`src/cpu_defines.svh`:
```
`ifndef CPU_DEFINES_SVH
`define CPU_DEFINES_SVH

// ~~~~~~~~~~~~~~~~~~~~~~~~~~~~~~~~~~~~~~~~~~~~~~~~~~~~~~~~~~~~~~~~~~~~~
// front end sizing.
// ~~~~~~~~~~~~~~~~~~~~~~~~~~~~~~~~~~~~~~~~~~~~~~~~~~~~~~~~~~~~~~~~~~~~~

// instruction word and immediate width.
`define CPU_WORD_W 16

// instruction queue entries.
`define IQ_DEPTH 8

// program counter after reset.
`define PC_RESET 16'h0000

// pc advance per fetched word, in bytes.
`define PC_STEP 2

`endif
```
`src/pipe_pkg.sv`:
```
`include "cpu_defines.svh"

package pipe_pkg;

   // ~~~~~~~~~~~~~~~~~~~~~~~~~~~~~~~~~~~~~~~~~~~~~~~~~~~~~~~~~~~~~~~~~~
   // entries passed from fetch through the queue to decode.
   // ~~~~~~~~~~~~~~~~~~~~~~~~~~~~~~~~~~~~~~~~~~~~~~~~~~~~~~~~~~~~~~~~~~

   // one fetched word tagged with its address.
   typedef struct packed {
      // address of the word.
      logic [`CPU_WORD_W-1:0] pc;
      // raw instruction word.
      logic [`CPU_WORD_W-1:0] instr;
   } fetch_entry_t;

endpackage

```
`src/isa_pkg.sv`:
```
package isa_pkg;

   // ~~~~~~~~~~~~~~~~~~~~~~~~~~~~~~~~~~~~~~~~~~~~~~~~~~~~~~~~~~~~~~~~~~
   // opcodes, bits 15..11 of the word.
   // ~~~~~~~~~~~~~~~~~~~~~~~~~~~~~~~~~~~~~~~~~~~~~~~~~~~~~~~~~~~~~~~~~~

   // 5-bit immediate group.
   localparam logic [4:0] op_addi  = 5'b01000;
   localparam logic [4:0] op_subi  = 5'b01001;
   localparam logic [4:0] op_xori  = 5'b01010;
   localparam logic [4:0] op_andni = 5'b01011;
   localparam logic [4:0] op_roli  = 5'b10100;
   localparam logic [4:0] op_slli  = 5'b10101;
   localparam logic [4:0] op_rori  = 5'b10110;
   localparam logic [4:0] op_srli  = 5'b10111;
   localparam logic [4:0] op_st    = 5'b10000;
   localparam logic [4:0] op_ld    = 5'b10001;
   localparam logic [4:0] op_stu   = 5'b10011;

   // branches and byte loads.
   localparam logic [4:0] op_beqz  = 5'b01100;
   localparam logic [4:0] op_bnez  = 5'b01101;
   localparam logic [4:0] op_bltz  = 5'b01110;
   localparam logic [4:0] op_bgez  = 5'b01111;
   localparam logic [4:0] op_lbi   = 5'b11000;
   localparam logic [4:0] op_slbi  = 5'b10010;

   // jumps.
   localparam logic [4:0] op_j     = 5'b00100;
   localparam logic [4:0] op_jr    = 5'b00101;
   localparam logic [4:0] op_jal   = 5'b00110;
   localparam logic [4:0] op_jalr  = 5'b00111;

   // format by width of the immediate field.
   typedef enum logic [1:0] {
      fmt_r,
      fmt_i1,
      fmt_i2,
      fmt_j
   } instr_fmt_e;

   // rule used to form the 16-bit immediate.
   typedef enum logic [2:0] {
      imm_none,
      imm_sign5,
      imm_zero5,
      imm_sign8,
      imm_zero8,
      imm_sign11
   } imm_kind_e;

endpackage

```
`src/front_end.sv`:
```
`timescale 1ns/10ps

`include "cpu_defines.svh"

module front_end (
   input  logic                   clk,
   input  logic                   arst_n,
   input  logic                   instr_valid,
   input  logic [`CPU_WORD_W-1:0] instr,
   input  logic                   dec_hold,
   output logic                   fetch_stall,
   output logic                   dec_valid,
   output logic [`CPU_WORD_W-1:0] dec_pc,
   output logic [4:0]             dec_opcode,
   output logic [2:0]             dec_rs,
   output logic [2:0]             dec_rt,
   output logic [2:0]             dec_rd,
   output logic [`CPU_WORD_W-1:0] dec_imm,
   output isa_pkg::imm_kind_e     dec_imm_kind
);

   // fetch to queue.
   logic                   push;
   pipe_pkg::fetch_entry_t push_entry;
   logic                   nearly_full;

   // queue to decode.
   logic                   pop;
   logic                   empty;
   pipe_pkg::fetch_entry_t head_entry;

   fetch_unit i_fetch_unit (
      .clk         (clk),
      .arst_n      (arst_n),
      .instr_valid (instr_valid),
      .instr       (instr),
      .nearly_full (nearly_full),
      .push        (push),
      .push_entry  (push_entry),
      .fetch_stall (fetch_stall)
   );

   instr_queue i_instr_queue (
      .clk         (clk),
      .arst_n      (arst_n),
      .push        (push),
      .push_entry  (push_entry),
      .pop         (pop),
      .head_entry  (head_entry),
      .empty       (empty),
      .nearly_full (nearly_full)
   );

   decode_stage i_decode_stage (
      .clk          (clk),
      .arst_n       (arst_n),
      .head_entry   (head_entry),
      .empty        (empty),
      .dec_hold     (dec_hold),
      .pop          (pop),
      .dec_valid    (dec_valid),
      .dec_pc       (dec_pc),
      .dec_opcode   (dec_opcode),
      .dec_rs       (dec_rs),
      .dec_rt       (dec_rt),
      .dec_rd       (dec_rd),
      .dec_imm      (dec_imm),
      .dec_imm_kind (dec_imm_kind)
   );

endmodule

```
`src/decode_stage.sv`:
```
`timescale 1ns/10ps

`include "cpu_defines.svh"

module decode_stage (
   input  logic                   clk,
   input  logic                   arst_n,
   input  pipe_pkg::fetch_entry_t head_entry,
   input  logic                   empty,
   input  logic                   dec_hold,
   output logic                   pop,
   output logic                   dec_valid,
   output logic [`CPU_WORD_W-1:0] dec_pc,
   output logic [4:0]             dec_opcode,
   output logic [2:0]             dec_rs,
   output logic [2:0]             dec_rt,
   output logic [2:0]             dec_rd,
   output logic [`CPU_WORD_W-1:0] dec_imm,
   output isa_pkg::imm_kind_e     dec_imm_kind
);

   logic [`CPU_WORD_W-1:0] head_imm;
   isa_pkg::imm_kind_e     head_imm_kind;

   // take the head whenever there is one and nothing holds us.
   assign pop = !empty && !dec_hold;

   // ~~~~~~~~~~~~~~~~~~~~~~~~~~~~~~~~~~~~~~~~~~~~~~~~~~~~~~~~~~~~~~~~~~
   // immediate of the head word.
   // ~~~~~~~~~~~~~~~~~~~~~~~~~~~~~~~~~~~~~~~~~~~~~~~~~~~~~~~~~~~~~~~~~~
   extension_unit i_extension_unit (
      .instr    (head_entry.instr),
      .immed    (head_imm),
      .imm_kind (head_imm_kind)
   );

   // one valid pulse per pop.
   always_ff @(posedge clk or negedge arst_n) begin
      if (!arst_n) begin
         dec_valid <= 1'b0;
      end else begin
         dec_valid <= pop;
      end
   end

   // decoded fields, loaded on the pop edge.
   always_ff @(posedge clk) begin
      if (pop) begin
         dec_pc       <= head_entry.pc;
         dec_opcode   <= head_entry.instr[15:11];
         dec_rs       <= head_entry.instr[10:8];
         dec_rt       <= head_entry.instr[7:5];
         dec_rd       <= head_entry.instr[4:2];
         dec_imm      <= head_imm;
         dec_imm_kind <= head_imm_kind;
      end
   end

endmodule

```
`src/extension_unit.sv`:
```
`timescale 1ns/10ps

`include "cpu_defines.svh"

module extension_unit (
   input  logic [`CPU_WORD_W-1:0] instr,
   output logic [`CPU_WORD_W-1:0] immed,
   output isa_pkg::imm_kind_e     imm_kind
);

   logic [4:0]          opcode;
   logic                zero_ext;
   isa_pkg::instr_fmt_e fmt;

   assign opcode = instr[15:11];

   // only these three take the field unsigned.
   assign zero_ext = (opcode == isa_pkg::op_xori) ||
                     (opcode == isa_pkg::op_andni) ||
                     (opcode == isa_pkg::op_slbi);

   // ~~~~~~~~~~~~~~~~~~~~~~~~~~~~~~~~~~~~~~~~~~~~~~~~~~~~~~~~~~~~~~~~~~
   // opcode to immediate field width.
   // ~~~~~~~~~~~~~~~~~~~~~~~~~~~~~~~~~~~~~~~~~~~~~~~~~~~~~~~~~~~~~~~~~~
   always_comb begin
      case (opcode)
         isa_pkg::op_addi, isa_pkg::op_subi,
         isa_pkg::op_xori, isa_pkg::op_andni,
         isa_pkg::op_roli, isa_pkg::op_slli,
         isa_pkg::op_rori, isa_pkg::op_srli,
         isa_pkg::op_st, isa_pkg::op_ld, isa_pkg::op_stu:  fmt = isa_pkg::fmt_i1;
         isa_pkg::op_beqz, isa_pkg::op_bnez,
         isa_pkg::op_bltz, isa_pkg::op_bgez,
         isa_pkg::op_lbi, isa_pkg::op_slbi,
         isa_pkg::op_jr, isa_pkg::op_jalr:                  fmt = isa_pkg::fmt_i2;
         isa_pkg::op_j, isa_pkg::op_jal:                    fmt = isa_pkg::fmt_j;
         default:                                           fmt = isa_pkg::fmt_r;
      endcase
   end

   // extension by format and signedness.
   always_comb begin
      immed    = '0;
      imm_kind = isa_pkg::imm_none;
      case (fmt)
         isa_pkg::fmt_j: begin
            immed    = {{5{instr[10]}}, instr[10:0]};
            imm_kind = isa_pkg::imm_sign11;
         end
         isa_pkg::fmt_i2: begin
            immed    = {{8{instr[7] && !zero_ext}}, instr[7:0]};
            imm_kind = zero_ext ? isa_pkg::imm_zero8 : isa_pkg::imm_sign8;
         end
         // shifts, rotates, loads, stores and the rest.
         default: begin
            immed    = {{11{instr[4] && !zero_ext}}, instr[4:0]};
            imm_kind = zero_ext ? isa_pkg::imm_zero5 : isa_pkg::imm_sign5;
         end
      endcase
   end

endmodule

```
`src/instr_queue.sv`:
```
`timescale 1ns/10ps

`include "cpu_defines.svh"

module instr_queue (
   input  logic                   clk,
   input  logic                   arst_n,
   input  logic                   push,
   input  pipe_pkg::fetch_entry_t push_entry,
   input  logic                   pop,
   output pipe_pkg::fetch_entry_t head_entry,
   output logic                   empty,
   output logic                   nearly_full
);

   localparam int PTR_W = $clog2(`IQ_DEPTH);
   localparam int CNT_W = $clog2(`IQ_DEPTH + 1);

   pipe_pkg::fetch_entry_t mem [`IQ_DEPTH];

   logic [PTR_W-1:0] wr_ptr;
   logic [PTR_W-1:0] rd_ptr;
   logic [CNT_W-1:0] count;
   logic             full;
   logic             do_push;
   logic             do_pop;

   assign full        = (count == CNT_W'(`IQ_DEPTH));
   assign empty       = (count == '0);
   // one slot kept back for the word sitting in the fetch register.
   assign nearly_full = (count >= CNT_W'(`IQ_DEPTH - 1));

   assign do_push = push && !full;
   assign do_pop  = pop && !empty;

   // head is valid whenever empty is low.
   assign head_entry = mem[rd_ptr];

   // ~~~~~~~~~~~~~~~~~~~~~~~~~~~~~~~~~~~~~~~~~~~~~~~~~~~~~~~~~~~~~~~~~~
   // pointers and occupancy.
   // ~~~~~~~~~~~~~~~~~~~~~~~~~~~~~~~~~~~~~~~~~~~~~~~~~~~~~~~~~~~~~~~~~~
   always_ff @(posedge clk or negedge arst_n) begin
      if (!arst_n) begin
         wr_ptr <= '0;
         rd_ptr <= '0;
         count  <= '0;
      end else begin
         if (do_push) begin
            wr_ptr <= (wr_ptr == PTR_W'(`IQ_DEPTH - 1)) ? '0 : wr_ptr + 1'b1;
         end
         if (do_pop) begin
            rd_ptr <= (rd_ptr == PTR_W'(`IQ_DEPTH - 1)) ? '0 : rd_ptr + 1'b1;
         end
         // simultaneous push and pop leaves the count alone.
         case ({do_push, do_pop})
            2'b10:   count <= count + 1'b1;
            2'b01:   count <= count - 1'b1;
            default: count <= count;
         endcase
      end
   end

   // storage.
   always_ff @(posedge clk) begin
      if (do_push) begin
         mem[wr_ptr] <= push_entry;
      end
   end

endmodule

```
`src/fetch_unit.sv`:
```
`timescale 1ns/10ps

`include "cpu_defines.svh"

module fetch_unit (
   input  logic                   clk,
   input  logic                   arst_n,
   input  logic                   instr_valid,
   input  logic [`CPU_WORD_W-1:0] instr,
   input  logic                   nearly_full,
   output logic                   push,
   output pipe_pkg::fetch_entry_t push_entry,
   output logic                   fetch_stall
);

   logic [`CPU_WORD_W-1:0] pc_q;
   logic                   accept;

   // a strobe is only taken while the queue has room for it.
   assign accept      = instr_valid && !nearly_full;
   assign fetch_stall = nearly_full;

   // program counter and push strobe.
   always_ff @(posedge clk or negedge arst_n) begin
      if (!arst_n) begin
         pc_q <= `PC_RESET;
         push <= 1'b0;
      end else begin
         push <= accept;
         if (accept) begin
            pc_q <= pc_q + `CPU_WORD_W'(`PC_STEP);
         end
      end
   end

   // capture register, tagged with the pc of this word.
   always_ff @(posedge clk) begin
      if (accept) begin
         push_entry.pc    <= pc_q;
         push_entry.instr <= instr;
      end
   end

endmodule

```
`config.mk`:
```
export PLATFORM = sky130hd
export DESIGN_NAME = front_end
export DESIGN_NICKNAME = d
export VERILOG_FILES = /design/src/pipe_pkg.sv /design/src/isa_pkg.sv /design/src/front_end.sv /design/src/decode_stage.sv /design/src/extension_unit.sv /design/src/instr_queue.sv /design/src/fetch_unit.sv
export VERILOG_INCLUDE_DIRS = /design/src /design/src/src
export SDC_FILE = /design/constraint.sdc
export NUM_CORES = 1
export LEC_CHECK = 0
export BUFFER_PORTS_ARGS = -buffer_cell sky130_fd_sc_hd__buf_2
export CORE_UTILIZATION = 55
export DETAILED_ROUTE_END_ITERATION = 10
export HOLD_SLACK_MARGIN = 0.06
export PLACE_DENSITY = 0.77
export SETUP_SLACK_MARGIN = 0.1
export SYNTH_ARGS = -nofsm -noshare
export SYNTH_HDL_FRONTEND = slang
export SYNTH_HIERARCHICAL = 1
export SYNTH_SLANG_ARGS = --single-unit
```
`constraint.sdc`:
```
create_clock -name clk -period 6.8 [get_ports clk]
set_input_delay 0.34 -clock clk [delete_from_list [all_inputs] [get_ports clk]]
set_output_delay 0.34 -clock clk [all_outputs]
set_load 0.02 [all_outputs]
```
==> impl_summary.txt <==
----------------------------------------------------
[Timing]
  Maximum clock skew at final layout ... between 0.007 and 0.008 ns
  Setup repair after global routing missed its margin ... false
  Worst Setup Slack, final ... about 3.2 ns
  Share of the clock period used by the worst path ... 0.525
  Max-slew violation count ... 0
  Maximum operating frequency ... ~280 MHz
  Transition time at the pin with the least slew margin ... between 0.9 and 1 ns
  # setup viols final ... 0
  Post-layout min period ... 3.57 ns
  Final Hold Viols ... 0
  Total negative setup slack ... 0 ns
  Worst slew margin ... 0.372
  Post-route worst hold slack ... ~0.39 ns

[Layout]
  Final cell count without fillers ... about 1.1k
  Final #Nets ... 750
  Total area of sequential cells ... 10800 sq um
  Total of fill cells in the finished design ... between 1.5k and 2k
  Design Area, Final ... 15700 sq um
  Layout cells sized above 1 ... 0.338
  Area growth from synthesis to layout ... 14.3%
  End-of-flow core utilization ... 0.644
  Area occupied by multi-input gates ... 2740 sq um
  # diodes ... 0

[Die]
  I/O Pins ... 71
  Standard-cell row count ... 57
  Width of the die ... approximately 160 microns
  Initial Util ... 0.563
  Die Outline Area ... approximately 26000 sq um
  Total core area ... 24400 sq um
  Die Y-Extent ... 160 microns

[Drt]
  Routed wire length ... about 25 mm
  DR WL/cell ... 23.0 microns
  1st-pass router iterations ... 5
  Total DRC errors in the routed layout ... 0
  First DRT Iteration DRCs ... ~590
  Via count ... between 6k and 7k
  Number of nets still failing antenna checks after routing ... 0
  Post-DR vias/cell ... just under 6

[Synth]
  Mapped Area ... roughly 14000 sq um
  Number of cells produced by synthesis ... between 600 and 700
  Async set or reset register ratio after synthesis ... 0.0744
  Leading cell types by count after synthesis ... edfxtp_1 (336), mux4_2 (64), mux2_2 (36)
  Prevailing post-synth register cell ... edfxtp_1
  Number of register bits inferred by synthesis ... between 300 and 400
  Most numerous cell in the Yosys netlist ... edfxtp_1
  Unique masters post-synth ... between 50 and 60
  Syn Area/Cell ... 22.1 sq um
  Count of flip-flops with a built-in enable after synthesis ... roughly 340
  Fraction of the yosys area taken by sequential cells ... 0.784
  Top cell type by total area after synthesis ... edfxtp_1
  Synth area leaders ... edfxtp_1 (73%), mux4_2 (10%), dfrtp_1 (4.9%)
  Share of Yosys cell area claimed by the top area cell type ... 0.734
  Total nets after synthesis ... 651
  Number of synthesis warnings ... 6

[Global routing]
  Total GRT Usage ... 0.202
  Vias in the first global route ... 6701
  Global-route wire length before repair ... approximately 38 mm
  Largest net degree at the start of global routing ... 53
  Overflow left after global routing ... 0
  Initial antenna violation count ... 0

[Clock network]
  Cts-stage hold buffer count ... 17
  Clock network latency to the later pin of the worst-skew pair ... 0.50 ns
  Clk pin slew, worst setup/hold paths ... approximately 0.060 ns
  Maximum count of clock buffers along a single path ... 3
  Inserted Clock Buffers ... 35
  Clk sinks ... around 360
  Post-cts gate resize count ... 0
  Post-CTS setup-driven buffer insertion count ... 0
  CTS tree ... done
  Cell chosen for the clock root ... clkbuf_16
  Number of H-tree branching levels ... 2

[Critical path]
  Timing startpoint of the critical path ... i_instr_queue/count[0]$_DFFE_PN0P_
  Setup slack, reg-to-reg ... approximately 3.2 ns
  Crit path kind ... flip-flop to flip-flop
  Depth of the worst register-to-register path ... 11
  Launching point of the worst reg2reg path ... i_instr_queue/count[0]$_DFFE_PN0P_
  Element type at the critical path end ... flip-flop
  Startpoint Class ... flip-flop
  Worst EP arrival ... around 3.9 ns
  Endpoint of the lowest-slack register-to-register path ... i_instr_queue/count[3]$_DFFE_PN0P_
  Critical path data required time ... a little over 7 ns
  Largest fanout on the critical path ... 51

[Placed design]
  Total placed cells including tap cells ... approximately 1000
  Post-place setup slack ... roughly 3.3 ns
  Total of buffers placed on input and output ports ... 70
  Routability congestion estimate from global placement ... between 0.7 and 0.8
  Half-perimeter wire length of the detailed placement result ... roughly 13 mm
  Post-DP Area ... between 10000 and 15000 sq um

[Pwr]
  Peak supply drop ... around 0.00033 V
  Leakage power figure ... 5.32 nW
  Power after layout ... just over 7 mW
  Pwr Density ... around 460 nW/um^2

[Status]
  Outcome ... finished clean

[Min path]
  Hold Path Class ... input port to async pin

[Job]
  Max-cap violation count ... 0

----------------------------------------------------
## power breakdown
part           leakage (nW)  switching, mW  internal (mW)
logic                  1.33           1.04          0.847
registers              3.43          0.325           3.10
clock network         0.559          0.759           1.15
## cell usage in the layout (no fill, tap or decap), types with 4 or more instances in the layout
cell / synthesis / layout
a21oi_1: 4 / 4
buf_2: 7 / 70
buf_4: 14 / 13
clkbuf_1: 8 / 11
clkbuf_16: 0 / 37
clkinv_2: 0 / 4
dfrtp_1: 27 / 25
dlygate4sd3_1: 0 / 17
edfxtp_1: 336 / 336
ha_1: 8 / 8
inv_1: 10 / 10
mux2_2: 36 / 36
mux4_2: 64 / 64
nand2_1: 10 / 10
nand3_1: 10 / 10
nor3_2: 0 / 4
nor3b_1: 4 / 4
xnor2_1: 13 / 13
xor2_1: 4 / 4
## flip-flops by register name (all words and copies together) (netlist names)
name,flops
i_fetch_unit/push_entry,31
i_instr_queue/wr_ptr,3
i_decode_stage/dec_rd,3
i_decode_stage/dec_imm,16
i_decode_stage/dec_rs,3
i_decode_stage/dec_opcode,5
i_instr_queue/mem,256
i_decode_stage/dec_imm_kind,3
i_decode_stage/dec_rt,3
i_instr_queue/rd_ptr,3
i_decode_stage/dec_pc,16
i_fetch_unit/push,1
i_decode_stage/dec_valid,1
i_instr_queue/count,4
i_fetch_unit/pc_q,15
## critical path, stage by stage, from the launching register on
cell,delay (ns)
dfrtp_1,0.49
or3_1,0.23
nor2_1,0.09
nor2_4,0.08
buf_4,0.59
o41ai_2,0.31
inv_1,0.11
ha_1,0.32
ha_1,0.36
or4b_1,0.56
o311ai_0,0.14
o211ai_1,0.14
## routing by layer
metal  share of wire  wire length [microns]  track usage
met3           0.051                   1250       0.0403
met4           0.027                    655       0.0680
met5               0                      0            0
met2            0.52                  12700        0.346
met1            0.41                   9980        0.261
## how the worst max path moves through the flow
stage	to	slack [ns]	depth (start not counted)
CTS	i_instr_queue/count[3]$_DFFE_PN0P_	3.24	11
floorplan	i_instr_queue/count[3]$_DFFE_PN0P_	1.92	11
global route	i_instr_queue/count[3]$_DFFE_PN0P_	2.93	11
finish	i_instr_queue/count[3]$_DFFE_PN0P_	3.23	11
detailed placement	i_instr_queue/count[3]$_DFFE_PN0P_	3.30	11
global placement	i_instr_queue/count[3]$_DFFE_PN0P_	3.53	11
## logic make-up (layout without fill, tap and decap cells)
family | Yosys count | in the layout | synth area share
mux | 105 | 105 | 0.138
fa+ha+maj | 9 | 9 | 0.00874
xor+xnor | 17 | 17 | 0.0108
simple gates | 59 | 59 | 0.0246
other cells | 1 | 1 | 0.000273
flops | 363 | 363 | 0.784
buf+inv | 48 | 171 | 0.0207
compound gates | 20 | 20 | 0.0128
## layout make-up
| cell class | instances | area share |
|---|---|---|
| Multi-Input combinational cell | 211 | 0.174 |
| Timing Repair Buffer | 100 | 0.0393 |
| Sequential cell | 363 | 0.686 |
| Clock buffer | 51 | 0.0642 |
| Clock inverter | 10 | 0.00836 |
| Tap cell | 324 | 0.0258 |
| Inverter | 10 | 0.00239 |
Note: power is estimated with default switching activity, not from simulation.
